File: src/rtl/ddr_test_defs.svh
//--------------------------------------------------------------------------
// Build constants for the DDR memory test engine
// Bus and lane widths, burst shape and the tested address region
// Include wherever one of these constants is referenced
//--------------------------------------------------------------------------
`ifndef DDR_TEST_DEFS_SVH
`define DDR_TEST_DEFS_SVH

// AXI data path
`define DDR_BUS_WIDTH   64
`define DDR_BUS_BYTES   (`DDR_BUS_WIDTH / 8)
`define DDR_ADRS_WIDTH  32

// Pattern lanes within one beat
`define DDR_LANE_WIDTH  16
`define DDR_LANES       (`DDR_BUS_WIDTH / `DDR_LANE_WIDTH)
`define DDR_PATTERN_KEY 16'hA5C3

// Fixed INCR bursts
`define DDR_BURST_LEN   4
`define DDR_BURST_BYTES (`DDR_BURST_LEN * `DDR_BUS_BYTES)

// Test region with exclusive stop
`define DDR_START_ADRS  32'h0000_0000
`define DDR_STOP_ADRS   32'h0000_0400

`endif
File: src/rtl/ddr_test_pkg.sv
//--------------------------------------------------------------------------
// Test-side types and the address-derived data pattern
// Shared by the write sequencer, the checker and the bench
//--------------------------------------------------------------------------
`include "ddr_test_defs.svh"

package ddr_test_pkg;

	typedef logic [`DDR_ADRS_WIDTH-1:0] ddr_adrs_t;

	// Beat index inside one burst
	localparam int ddr_beat_bits = $clog2(`DDR_BURST_LEN);
	typedef logic [ddr_beat_bits-1:0] ddr_beat_cnt_t;
	localparam ddr_beat_cnt_t ddr_last_beat = ddr_beat_cnt_t'(`DDR_BURST_LEN - 1);

	// Read beat handed to the checker
	typedef struct packed {
		ddr_adrs_t                 adrs;	// Byte address of the beat
		logic [`DDR_BUS_WIDTH-1:0] data;
	} ddr_beat_t;

	typedef struct packed {
		logic       done;
		logic       pass;	// Valid once done is set
		logic [7:0] err_cnt;	// Saturates at 255
	} ddr_status_t;

	// Lane k = ((adrs[15:0] >> 1) + k) ^ key
	function automatic logic [`DDR_BUS_WIDTH-1:0] ddr_pattern(input ddr_adrs_t adrs);
		logic [`DDR_BUS_WIDTH-1:0]  data;
		logic [`DDR_LANE_WIDTH-1:0] base;
		logic [`DDR_LANE_WIDTH-1:0] lane;
		int                         k;
		base = adrs[`DDR_LANE_WIDTH-1:0] >> 1;
		for (k = 0; k < `DDR_LANES; k++)
		begin
			lane = base + k[`DDR_LANE_WIDTH-1:0];
			data[k*`DDR_LANE_WIDTH +: `DDR_LANE_WIDTH] = lane ^ `DDR_PATTERN_KEY;
		end
		return data;
	endfunction

endpackage

File: src/rtl/axi4_pkg.sv
//--------------------------------------------------------------------------
// AXI4 channel payloads between the test engine and the DDR port
// Import into any module that drives or samples an AXI4 channel
//--------------------------------------------------------------------------
`include "ddr_test_defs.svh"

package axi4_pkg;

	// Fixed burst fields
	localparam logic [7:0] lp_axi4_len        = 8'(`DDR_BURST_LEN - 1);
	localparam logic [2:0] lp_axi4_size       = 3'($clog2(`DDR_BUS_BYTES));
	localparam logic [1:0] lp_axi4_burst_incr = 2'b01;	// Address auto increment
	localparam logic [1:0] lp_axi4_resp_okay  = 2'b00;

	// AW and AR share one layout
	typedef struct packed {
		logic [`DDR_ADRS_WIDTH-1:0] addr;
		logic [7:0]                 len;	// Beats less one
		logic [2:0]                 size;	// Log2 of bytes per beat
		logic [1:0]                 burst;
	} axi4_ax_t;

	typedef axi4_ax_t axi4_aw_t;
	typedef axi4_ax_t axi4_ar_t;

	// Write beat
	typedef struct packed {
		logic [`DDR_BUS_WIDTH-1:0] data;
		logic [`DDR_BUS_BYTES-1:0] strb;
		logic                      last;
	} axi4_w_t;

	// Read beat
	typedef struct packed {
		logic [`DDR_BUS_WIDTH-1:0] data;
		logic [1:0]                resp;
		logic                      last;
	} axi4_r_t;

	// Write response
	typedef struct packed {
		logic [1:0] resp;
	} axi4_b_t;

endpackage

File: src/rtl/ddr_test_top.sv
`timescale 1ns/1ps
//--------------------------------------------------------------------------
// DDR memory test engine top level
// Write pass, read pass and pattern check on an AXI4 master port
// Pulse i_start and wait for o_status.done
//--------------------------------------------------------------------------

module ddr_test_top import axi4_pkg::*, ddr_test_pkg::*; (
	input  logic        iCLK,
	input  logic        iRST,
	input  logic        i_start,
	// Write address channel
	output axi4_aw_t    o_aw,
	output logic        o_awvalid,
	input  logic        i_awready,
	// Write data channel
	output axi4_w_t     o_w,
	output logic        o_wvalid,
	input  logic        i_wready,
	// Write response channel
	input  axi4_b_t     i_b,
	input  logic        i_bvalid,
	output logic        o_bready,
	// Read address channel
	output axi4_ar_t    o_ar,
	output logic        o_arvalid,
	input  logic        i_arready,
	// Read data channel
	input  axi4_r_t     i_r,
	input  logic        i_rvalid,
	output logic        o_rready,
	output ddr_status_t o_status
);

	logic      w_wdone;		// Write pass complete
	ddr_beat_t w_beat;
	logic      w_beat_valid;
	logic      w_rd_end;

	axi4_write_sequence u_wr_seq (
		.iCLK      (iCLK),       .iRST      (iRST),
		.i_start   (i_start),
		.o_aw      (o_aw),       .o_awvalid (o_awvalid), .i_awready (i_awready),
		.o_w       (o_w),        .o_wvalid  (o_wvalid),  .i_wready  (i_wready),
		.i_b       (i_b),        .i_bvalid  (i_bvalid),  .o_bready  (o_bready),
		.o_wdone   (w_wdone)
	);

	axi4_read_sequence u_rd_seq (
		.iCLK         (iCLK),         .iRST      (iRST),
		.i_wdone      (w_wdone),
		.o_ar         (o_ar),         .o_arvalid (o_arvalid), .i_arready (i_arready),
		.i_r          (i_r),          .i_rvalid  (i_rvalid),  .o_rready  (o_rready),
		.o_beat       (w_beat),       .o_beat_valid (w_beat_valid),
		.o_rd_end     (w_rd_end)
	);

	// Never stalls the read side
	ddr_pattern_checker u_checker (
		.iCLK         (iCLK),
		.iRST         (iRST),
		.i_start      (i_start),
		.i_beat       (w_beat),
		.i_beat_valid (w_beat_valid),
		.i_rd_end     (w_rd_end),
		.o_status     (o_status)
	);

endmodule

File: src/rtl/ddr_pattern_checker.sv
`timescale 1ns/1ps
//--------------------------------------------------------------------------
// Compares read beats against the address pattern
// Counts mismatches and reports done and pass after the last beat
//--------------------------------------------------------------------------

module ddr_pattern_checker import ddr_test_pkg::*; (
	input  logic        iCLK,
	input  logic        iRST,
	input  logic        i_start,		// Clears the status
	input  ddr_beat_t   i_beat,
	input  logic        i_beat_valid,
	input  logic        i_rd_end,		// With the final beat
	output ddr_status_t o_status
);

	ddr_status_t r_status;
	logic        r_end_q;		// Final beat counted
	logic        q_mismatch;

	assign q_mismatch = i_beat_valid && (i_beat.data != ddr_pattern(i_beat.adrs));

	always_ff @(posedge iCLK)
	begin
		if (iRST)
		begin
			r_status <= '0;
			r_end_q  <= 1'b0;
		end
		else if (i_start)
		begin
			r_status <= '0;
			r_end_q  <= 1'b0;
		end
		else
		begin
			// Saturating error count
			if (q_mismatch && !(&r_status.err_cnt))
				r_status.err_cnt <= r_status.err_cnt + 1'b1;
			r_end_q <= i_rd_end;
			if (r_end_q)
			begin
				r_status.done <= 1'b1;
				r_status.pass <= (r_status.err_cnt == 8'd0);	// Count already final
			end
		end
	end

	assign o_status = r_status;

endmodule

File: src/rtl/axi4_read_sequence.sv
`timescale 1ns/1ps
//--------------------------------------------------------------------------
// Read pass over the test region once the write pass is done
// Every accepted R beat goes to the checker with its byte address
//--------------------------------------------------------------------------
`include "ddr_test_defs.svh"

module axi4_read_sequence import axi4_pkg::*, ddr_test_pkg::*; (
	input  logic      iCLK,
	input  logic      iRST,
	input  logic      i_wdone,		// Level from the write side
	// Read address channel
	output axi4_ar_t  o_ar,
	output logic      o_arvalid,
	input  logic      i_arready,
	// Read data channel
	input  axi4_r_t   i_r,
	input  logic      i_rvalid,
	output logic      o_rready,
	// Checker side
	output ddr_beat_t o_beat,
	output logic      o_beat_valid,
	output logic      o_rd_end		// Last beat of the region
);

	logic          r_arvalid;
	logic          r_rready;		// Also marks a burst in flight
	logic          r_rd_fin;		// Region read for this wdone
	logic          r_beat_valid;
	logic          r_rd_end;
	ddr_beat_cnt_t r_beat_cnt;
	ddr_beat_t     r_beat;
	logic          q_r_fire;
	logic          q_burst_end;
	logic          q_rd_go;
	logic          q_arvalid_cke;
	logic          q_rready_cke;
	ddr_adrs_t     w_adrs;
	ddr_adrs_t     w_beat_adrs;
	logic          w_adrs_done;

	assign q_r_fire    = r_rready && i_rvalid;
	assign q_burst_end = q_r_fire && i_r.last;
	assign q_rd_go     = i_wdone && !r_rd_fin && !r_rready && !r_arvalid;	// Idle start
	assign w_beat_adrs = w_adrs + ddr_adrs_t'(r_beat_cnt) * `DDR_BUS_BYTES;

	// Steps on each burst's last beat
	axi4_adrs_generator u_adrs_gen (
		.iCLK        (iCLK),
		.iRST        (iRST),
		.i_step      (q_burst_end),
		.o_adrs      (w_adrs),
		.o_adrs_done (w_adrs_done)
	);

	//----------------------------------------------------------------------
	// Toggle control for AR valid and R ready
	//----------------------------------------------------------------------
	always_comb
	begin
		// Assert on start or back to back, drop on accept
		q_arvalid_cke = r_arvalid ? i_arready
			: (q_rd_go || (q_burst_end && !w_adrs_done));
		// Assert after AR accept, drop after the last beat
		q_rready_cke  = r_rready ? q_burst_end : (r_arvalid && i_arready);
	end

	always_ff @(posedge iCLK)
	begin
		if (iRST)
		begin
			r_arvalid    <= 1'b0;
			r_rready     <= 1'b0;
			r_rd_fin     <= 1'b0;
			r_beat_valid <= 1'b0;
			r_rd_end     <= 1'b0;
			r_beat_cnt   <= '0;
		end
		else
		begin
			if (q_arvalid_cke)
				r_arvalid <= ~r_arvalid;
			if (q_rready_cke)
				r_rready <= ~r_rready;
			// Rearm when the next write pass begins
			if (!i_wdone)
				r_rd_fin <= 1'b0;
			else if (q_burst_end && w_adrs_done)
				r_rd_fin <= 1'b1;
			if (q_r_fire)
				r_beat_cnt <= i_r.last ? '0 : r_beat_cnt + 1'b1;
			r_beat_valid <= q_r_fire;
			r_rd_end     <= q_burst_end && w_adrs_done;
		end
	end

	// Beat capture
	always_ff @(posedge iCLK)
	begin
		if (q_r_fire)
		begin
			r_beat.adrs <= w_beat_adrs;
			// Error response shows up as bad data
			r_beat.data <= (i_r.resp == lp_axi4_resp_okay) ? i_r.data : ~i_r.data;
		end
	end

	always_comb
	begin
		o_ar.addr  = w_adrs;
		o_ar.len   = lp_axi4_len;
		o_ar.size  = lp_axi4_size;
		o_ar.burst = lp_axi4_burst_incr;
	end

	assign o_arvalid    = r_arvalid;
	assign o_rready     = r_rready;
	assign o_beat       = r_beat;
	assign o_beat_valid = r_beat_valid;
	assign o_rd_end     = r_rd_end;

	//----------------------------------------------------------------------
	// Checks
	//----------------------------------------------------------------------
	// Memory closes each burst on the fourth beat
	a_rlast_cnt : assert property (@(posedge iCLK) disable iff (iRST)
		q_r_fire |-> (i_r.last == (r_beat_cnt == ddr_last_beat)));

endmodule

File: src/rtl/axi4_write_sequence.sv
`timescale 1ns/1ps
//--------------------------------------------------------------------------
// Write pass over the test region in fixed-length INCR bursts
// Start with i_start and o_wdone stays high after the last B response
//--------------------------------------------------------------------------
`include "ddr_test_defs.svh"

module axi4_write_sequence import axi4_pkg::*, ddr_test_pkg::*; (
	input  logic     iCLK,
	input  logic     iRST,
	input  logic     i_start,
	// Write address channel
	output axi4_aw_t o_aw,
	output logic     o_awvalid,
	input  logic     i_awready,
	// Write data channel
	output axi4_w_t  o_w,
	output logic     o_wvalid,
	input  logic     i_wready,
	// Write response channel
	input  axi4_b_t  i_b,
	input  logic     i_bvalid,
	output logic     o_bready,
	output logic     o_wdone
);

	typedef enum logic [1:0] {WR_IDLE, WR_BURST, WR_RESP} wr_state_t;

	wr_state_t     r_state;
	logic          r_awvalid;
	logic          r_wvalid;
	ddr_beat_cnt_t r_beat_cnt;	// Next W beat in burst
	logic          r_wdone;
	logic          q_aw_fire;
	logic          q_w_fire;
	logic          q_w_last;
	logic          q_b_fire;
	ddr_adrs_t     w_adrs;		// Current burst start
	ddr_adrs_t     w_beat_adrs;
	logic          w_adrs_done;

	assign q_aw_fire   = r_awvalid && i_awready;
	assign q_w_fire    = r_wvalid && i_wready;
	assign q_w_last    = (r_beat_cnt == ddr_last_beat);
	assign q_b_fire    = i_bvalid && (r_state == WR_RESP);
	assign w_beat_adrs = w_adrs + ddr_adrs_t'(r_beat_cnt) * `DDR_BUS_BYTES;

	// Steps once per B response
	axi4_adrs_generator u_adrs_gen (
		.iCLK        (iCLK),
		.iRST        (iRST),
		.i_step      (q_b_fire),
		.o_adrs      (w_adrs),
		.o_adrs_done (w_adrs_done)
	);

	//----------------------------------------------------------------------
	// Burst FSM
	//----------------------------------------------------------------------
	always_ff @(posedge iCLK)
	begin
		if (iRST)
		begin
			r_state    <= WR_IDLE;
			r_awvalid  <= 1'b0;
			r_wvalid   <= 1'b0;
			r_beat_cnt <= '0;
			r_wdone    <= 1'b0;
		end
		else
		begin
			case (r_state)
			WR_IDLE:
				if (i_start)
				begin
					r_awvalid <= 1'b1;
					r_wvalid  <= 1'b1;	// Data goes with the address
					r_wdone   <= 1'b0;
					r_state   <= WR_BURST;
				end
			WR_BURST:
			begin
				if (q_aw_fire)
					r_awvalid <= 1'b0;
				if (q_w_fire)
				begin
					r_beat_cnt <= r_beat_cnt + 1'b1;	// Wraps after last
					if (q_w_last)
						r_wvalid <= 1'b0;
				end
				// Both address and last beat accepted
				if ((!r_awvalid || q_aw_fire) && (!r_wvalid || (q_w_fire && q_w_last)))
					r_state <= WR_RESP;
			end
			WR_RESP:
				if (q_b_fire)
				begin
					if (w_adrs_done)
					begin
						r_wdone <= 1'b1;	// Region written
						r_state <= WR_IDLE;
					end
					else
					begin
						r_awvalid <= 1'b1;
						r_wvalid  <= 1'b1;
						r_state   <= WR_BURST;
					end
				end
			default:
				r_state <= WR_IDLE;
			endcase
		end
	end

	// Channel payloads from held state
	always_comb
	begin
		o_aw.addr  = w_adrs;
		o_aw.len   = lp_axi4_len;
		o_aw.size  = lp_axi4_size;
		o_aw.burst = lp_axi4_burst_incr;
		o_w.data   = ddr_pattern(w_beat_adrs);
		o_w.strb   = '1;	// Full beat
		o_w.last   = q_w_last;
	end

	assign o_awvalid = r_awvalid;
	assign o_wvalid  = r_wvalid;
	assign o_bready  = (r_state != WR_IDLE);	// Open for the whole pass
	assign o_wdone   = r_wdone;

	//----------------------------------------------------------------------
	// Checks
	//----------------------------------------------------------------------
	a_aw_hold : assert property (@(posedge iCLK) disable iff (iRST)
		(r_awvalid && !i_awready) |=> (r_awvalid && $stable(o_aw)));

	// Memory answers only after a full burst and with OKAY
	a_b_order : assert property (@(posedge iCLK) disable iff (iRST)
		i_bvalid |-> ((r_state == WR_RESP) && (i_b.resp == lp_axi4_resp_okay)));

endmodule

File: src/rtl/axi4_adrs_generator.sv
`timescale 1ns/1ps
//--------------------------------------------------------------------------
// Burst start address counter for one pass over the test region
// Each step moves one burst ahead and the last step wraps to the start
//--------------------------------------------------------------------------
`include "ddr_test_defs.svh"

module axi4_adrs_generator (
	input  logic                       iCLK,
	input  logic                       iRST,
	input  logic                       i_step,		// One burst completed
	output logic [`DDR_ADRS_WIDTH-1:0] o_adrs,
	output logic                       o_adrs_done	// Step that ends the pass
);

	logic [`DDR_ADRS_WIDTH-1:0] w_adrs_next;

	assign w_adrs_next = o_adrs + `DDR_BURST_BYTES;

	// Stepped address hits the exclusive stop
	assign o_adrs_done = i_step && (w_adrs_next == `DDR_STOP_ADRS);

	always_ff @(posedge iCLK)
	begin
		if (iRST)
			o_adrs <= `DDR_START_ADRS;
		else if (o_adrs_done)
			o_adrs <= `DDR_START_ADRS;	// Wrap for the next pass
		else if (i_step)
			o_adrs <= w_adrs_next;
	end

	//----------------------------------------------------------------------
	// Checks
	//----------------------------------------------------------------------
	// Stop address never held and the final step lands on the start
	a_adrs_wrap : assert property (@(posedge iCLK) disable iff (iRST)
		i_step |=> (o_adrs < `DDR_STOP_ADRS)
			&& (!$past(o_adrs_done) || (o_adrs == `DDR_START_ADRS)));

endmodule

File: config.mk
export PLATFORM = sky130hd
export DESIGN_NAME = ddr_test_top
export DESIGN_NICKNAME = d
export VERILOG_FILES = /design/src/rtl/ddr_test_pkg.sv /design/src/rtl/axi4_pkg.sv /design/src/rtl/ddr_test_top.sv /design/src/rtl/ddr_pattern_checker.sv /design/src/rtl/axi4_read_sequence.sv /design/src/rtl/axi4_write_sequence.sv /design/src/rtl/axi4_adrs_generator.sv
export VERILOG_INCLUDE_DIRS = /design/src /design/src/rtl
export SDC_FILE = /design/constraint.sdc
export NUM_CORES = 1
export LEC_CHECK = 0
export ABC_AREA = 1
export BUFFER_PORTS_ARGS = -buffer_cell sky130_fd_sc_hd__buf_2
export CAP_MARGIN = 20
export CORE_UTILIZATION = 55
export CTS_CLUSTER_DIAMETER = 30
export DETAILED_ROUTE_END_ITERATION = 8
export PLACE_DENSITY = 0.8
export SLEW_MARGIN = 25
export SYNTH_ARGS = -nofsm -noshare
export SYNTH_HDL_FRONTEND = slang
export SYNTH_HIERARCHICAL = 1
export SYNTH_SLANG_ARGS = --single-unit
export TNS_END_PERCENT = 5
File: constraint.sdc
create_clock -name iCLK -period 6.5 [get_ports iCLK]
set_input_delay 0.65 -clock iCLK [delete_from_list [all_inputs] [get_ports iCLK]]
set_output_delay 0.65 -clock iCLK [all_outputs]
set_load 0.005 [all_outputs]
==> results.ini <==
[drt]
initialDrtViolationCount=737
drt.antenna.violating_nets=0
wirelength_um=30330
via_per_inst=5.161
drc_errors=0
firstDrtPassIters=7
vias=10960
detail_route.wl_per_cell_um=14.28

[worst_setup_path]
r2r_setup_slack_ps=3280
r2r_start=u_rd_seq/o_rready
worstPathMaxFanout=28
worstSetupPathType=register to register
cp-start-kind=register
crit_required_ps=6800
critPathCaptureType=register
regToRegEndpoint=u_rd_seq/u_adrs_gen/o_adrs[17]
rr_worst_depth=15
crit_arrival_ps=3520

[min_path]
holdPathStages=2
hold_class=register to register
min_from=u_wr_seq/o_wdone
holdPathEnd=u_rd_seq/r_rd_fin

[placed_design]
gp_congestion=0.9189
place_ws_ps=2951
detailed_place_hpwl_um=22600
placed_area_um2=12820
dp_cells=2084
portBuffers=196

[pwr]
p_leak_nw=5.804
power.total_mw=2.271
pwr-share-seq_pct=48.1
clock_power_share_pct=39.5
cellPowerDensity_nw_per_um2=170.0
pwr-share-comb_pct=12.4
p_sw_mw=0.5917
intPower_mw=1.679
ir_drop_v=0.0001339
switching_share_pct=26.06

[floorplanning]
core.rowCount=53
core-area_um2=21150
die_h_um=149.4
initial_core_util_pct=56.48
die_x_um=149.4
die_area_um2=22320
ios=255

[clock_network]
clk_pin_slew_ps=60
cts_sinks=158
ctsResizeCount=0
hold_buffers=0
cts_made_buffers=17
cts_root_buf=clkbuf_16
post_cts_buffers=0
clk-insertion-delay-late_ps=420
htree_num_levels=4
tritoncts=done
cts_buffer_depth=2

[grt]
antenna_found_initial=9
gr-usage-all-layers_pct=27.15
grt_pass1_vias=10080
grt_max_degree=82
gr-total-overflow=0
grt_pass1_wl_um=48070

[synth]
synthCells=1657
syn_area_per_cell_um2=7.210
ys.warnings.count=6
syn_area_um2=11950

[cells_and_area]
design_area_um2=13360
postLayoutCoreUtil_pct=63.15
mostFrequentLayoutCells=nand2_1 (476), nor2_1 (197), buf_2 (196)
final-instance-count-excl-fill=2123
syn_to_final_growth_pct=11.80
final_common_cell=nand2_1
drive_gt1_share_pct=19.83
fin_nets=1924

[timing]
hold_ws_ps=478.6
setup_slack_ps=3279
period_share_pct=49.56
timing.setup.tns_ps=0
rsz0062_at_grt=false
finClkSkew_ps=12.39
drv_slew=0
tightest_slew_ps=993.8
max-slew-margin-rel_pct=33.74
period_minus_slack_ps=3221
setup_viol=0
hold_violations=0
max_freq_ghz=0.3104

[run_status]
status=finished, final reports clean

[run]
cap_violations=0

[routing by layer]
| metal | up-vias | track usage, % | share of wire, % |
|---|---|---|---|
| li1 | 5500 | - | - |
| met1 | 5016 | 33.49 | 43 |
| met2 | 384 | 45.42 | 48 |
| met3 | 54 | 6.391 | 7.0 |
| met4 | 2 | 10.92 | 2.4 |
| met5 | - | 0 | 0.056 |
[worst max-delay path: stages, from the launching register on]
cell and delay [ps]:
dfxtp_1 380, nand2_1 110, clkinv_2 70, nand2_1 80, inv_1 580, inv_1 570
a21oi_1 250, nand2_1 90, nor2_1 100, nand2_1 60, nor2_1 100, nand2_1 70
nor2_1 120, nand3_2 110, nand2_4 300, nor2_1 80
[flip-flops by register name, indices dropped and copies added (netlist names), 2 cells and up]
signal / cells
u_wr_seq/u_adrs_gen/o_adrs: 27
u_wr_seq/r_state: 2
u_rd_seq/o_beat: 79
u_wr_seq/r_beat_cnt: 2
u_rd_seq/u_adrs_gen/o_adrs: 27
u_rd_seq/r_beat_cnt: 2
u_checker/o_status: 10
[area by class of cell]
type                    count  area (µm²)
fillers                  1916        7796
multi-input cells        1292        6915
flip-flops and latches    158        3954
repair buffers            199        1007
inverters                 160       601.8
clock buffers              22       454.2
well taps                 275       344.1
clock inverters            10       63.81
diodes                      7       17.52
[how the worst max path moves through the flow]
stage,start,end,cells past startpoint
global placement,i_rvalid,u_rd_seq/u_adrs_gen/o_adrs[17],16
floorplan,i_rvalid,u_rd_seq/u_adrs_gen/o_adrs[13],17
finish,u_rd_seq/o_rready,u_rd_seq/u_adrs_gen/o_adrs[17],15
CTS,u_rd_seq/o_rready,u_rd_seq/u_adrs_gen/o_adrs[17],15
detailed placement,i_rvalid,u_rd_seq/u_adrs_gen/o_adrs[17],16
global route,u_rd_seq/o_rready,u_rd_seq/u_adrs_gen/o_adrs[29],15
[power groups by stage]
stage / sequential [mW] / clock, mW / combinational, mW
finish: 1.09 / 0.898 / 0.281
detailed placement: 1.11 / 0 / 0.275
floorplan: 1.11 / 0 / 0.198
global route: 1.09 / 0.954 / 0.313
CTS: 1.09 / 0.914 / 0.277
global placement: 1.11 / 0 / 0.269
(Power assumes the default switching activity.)
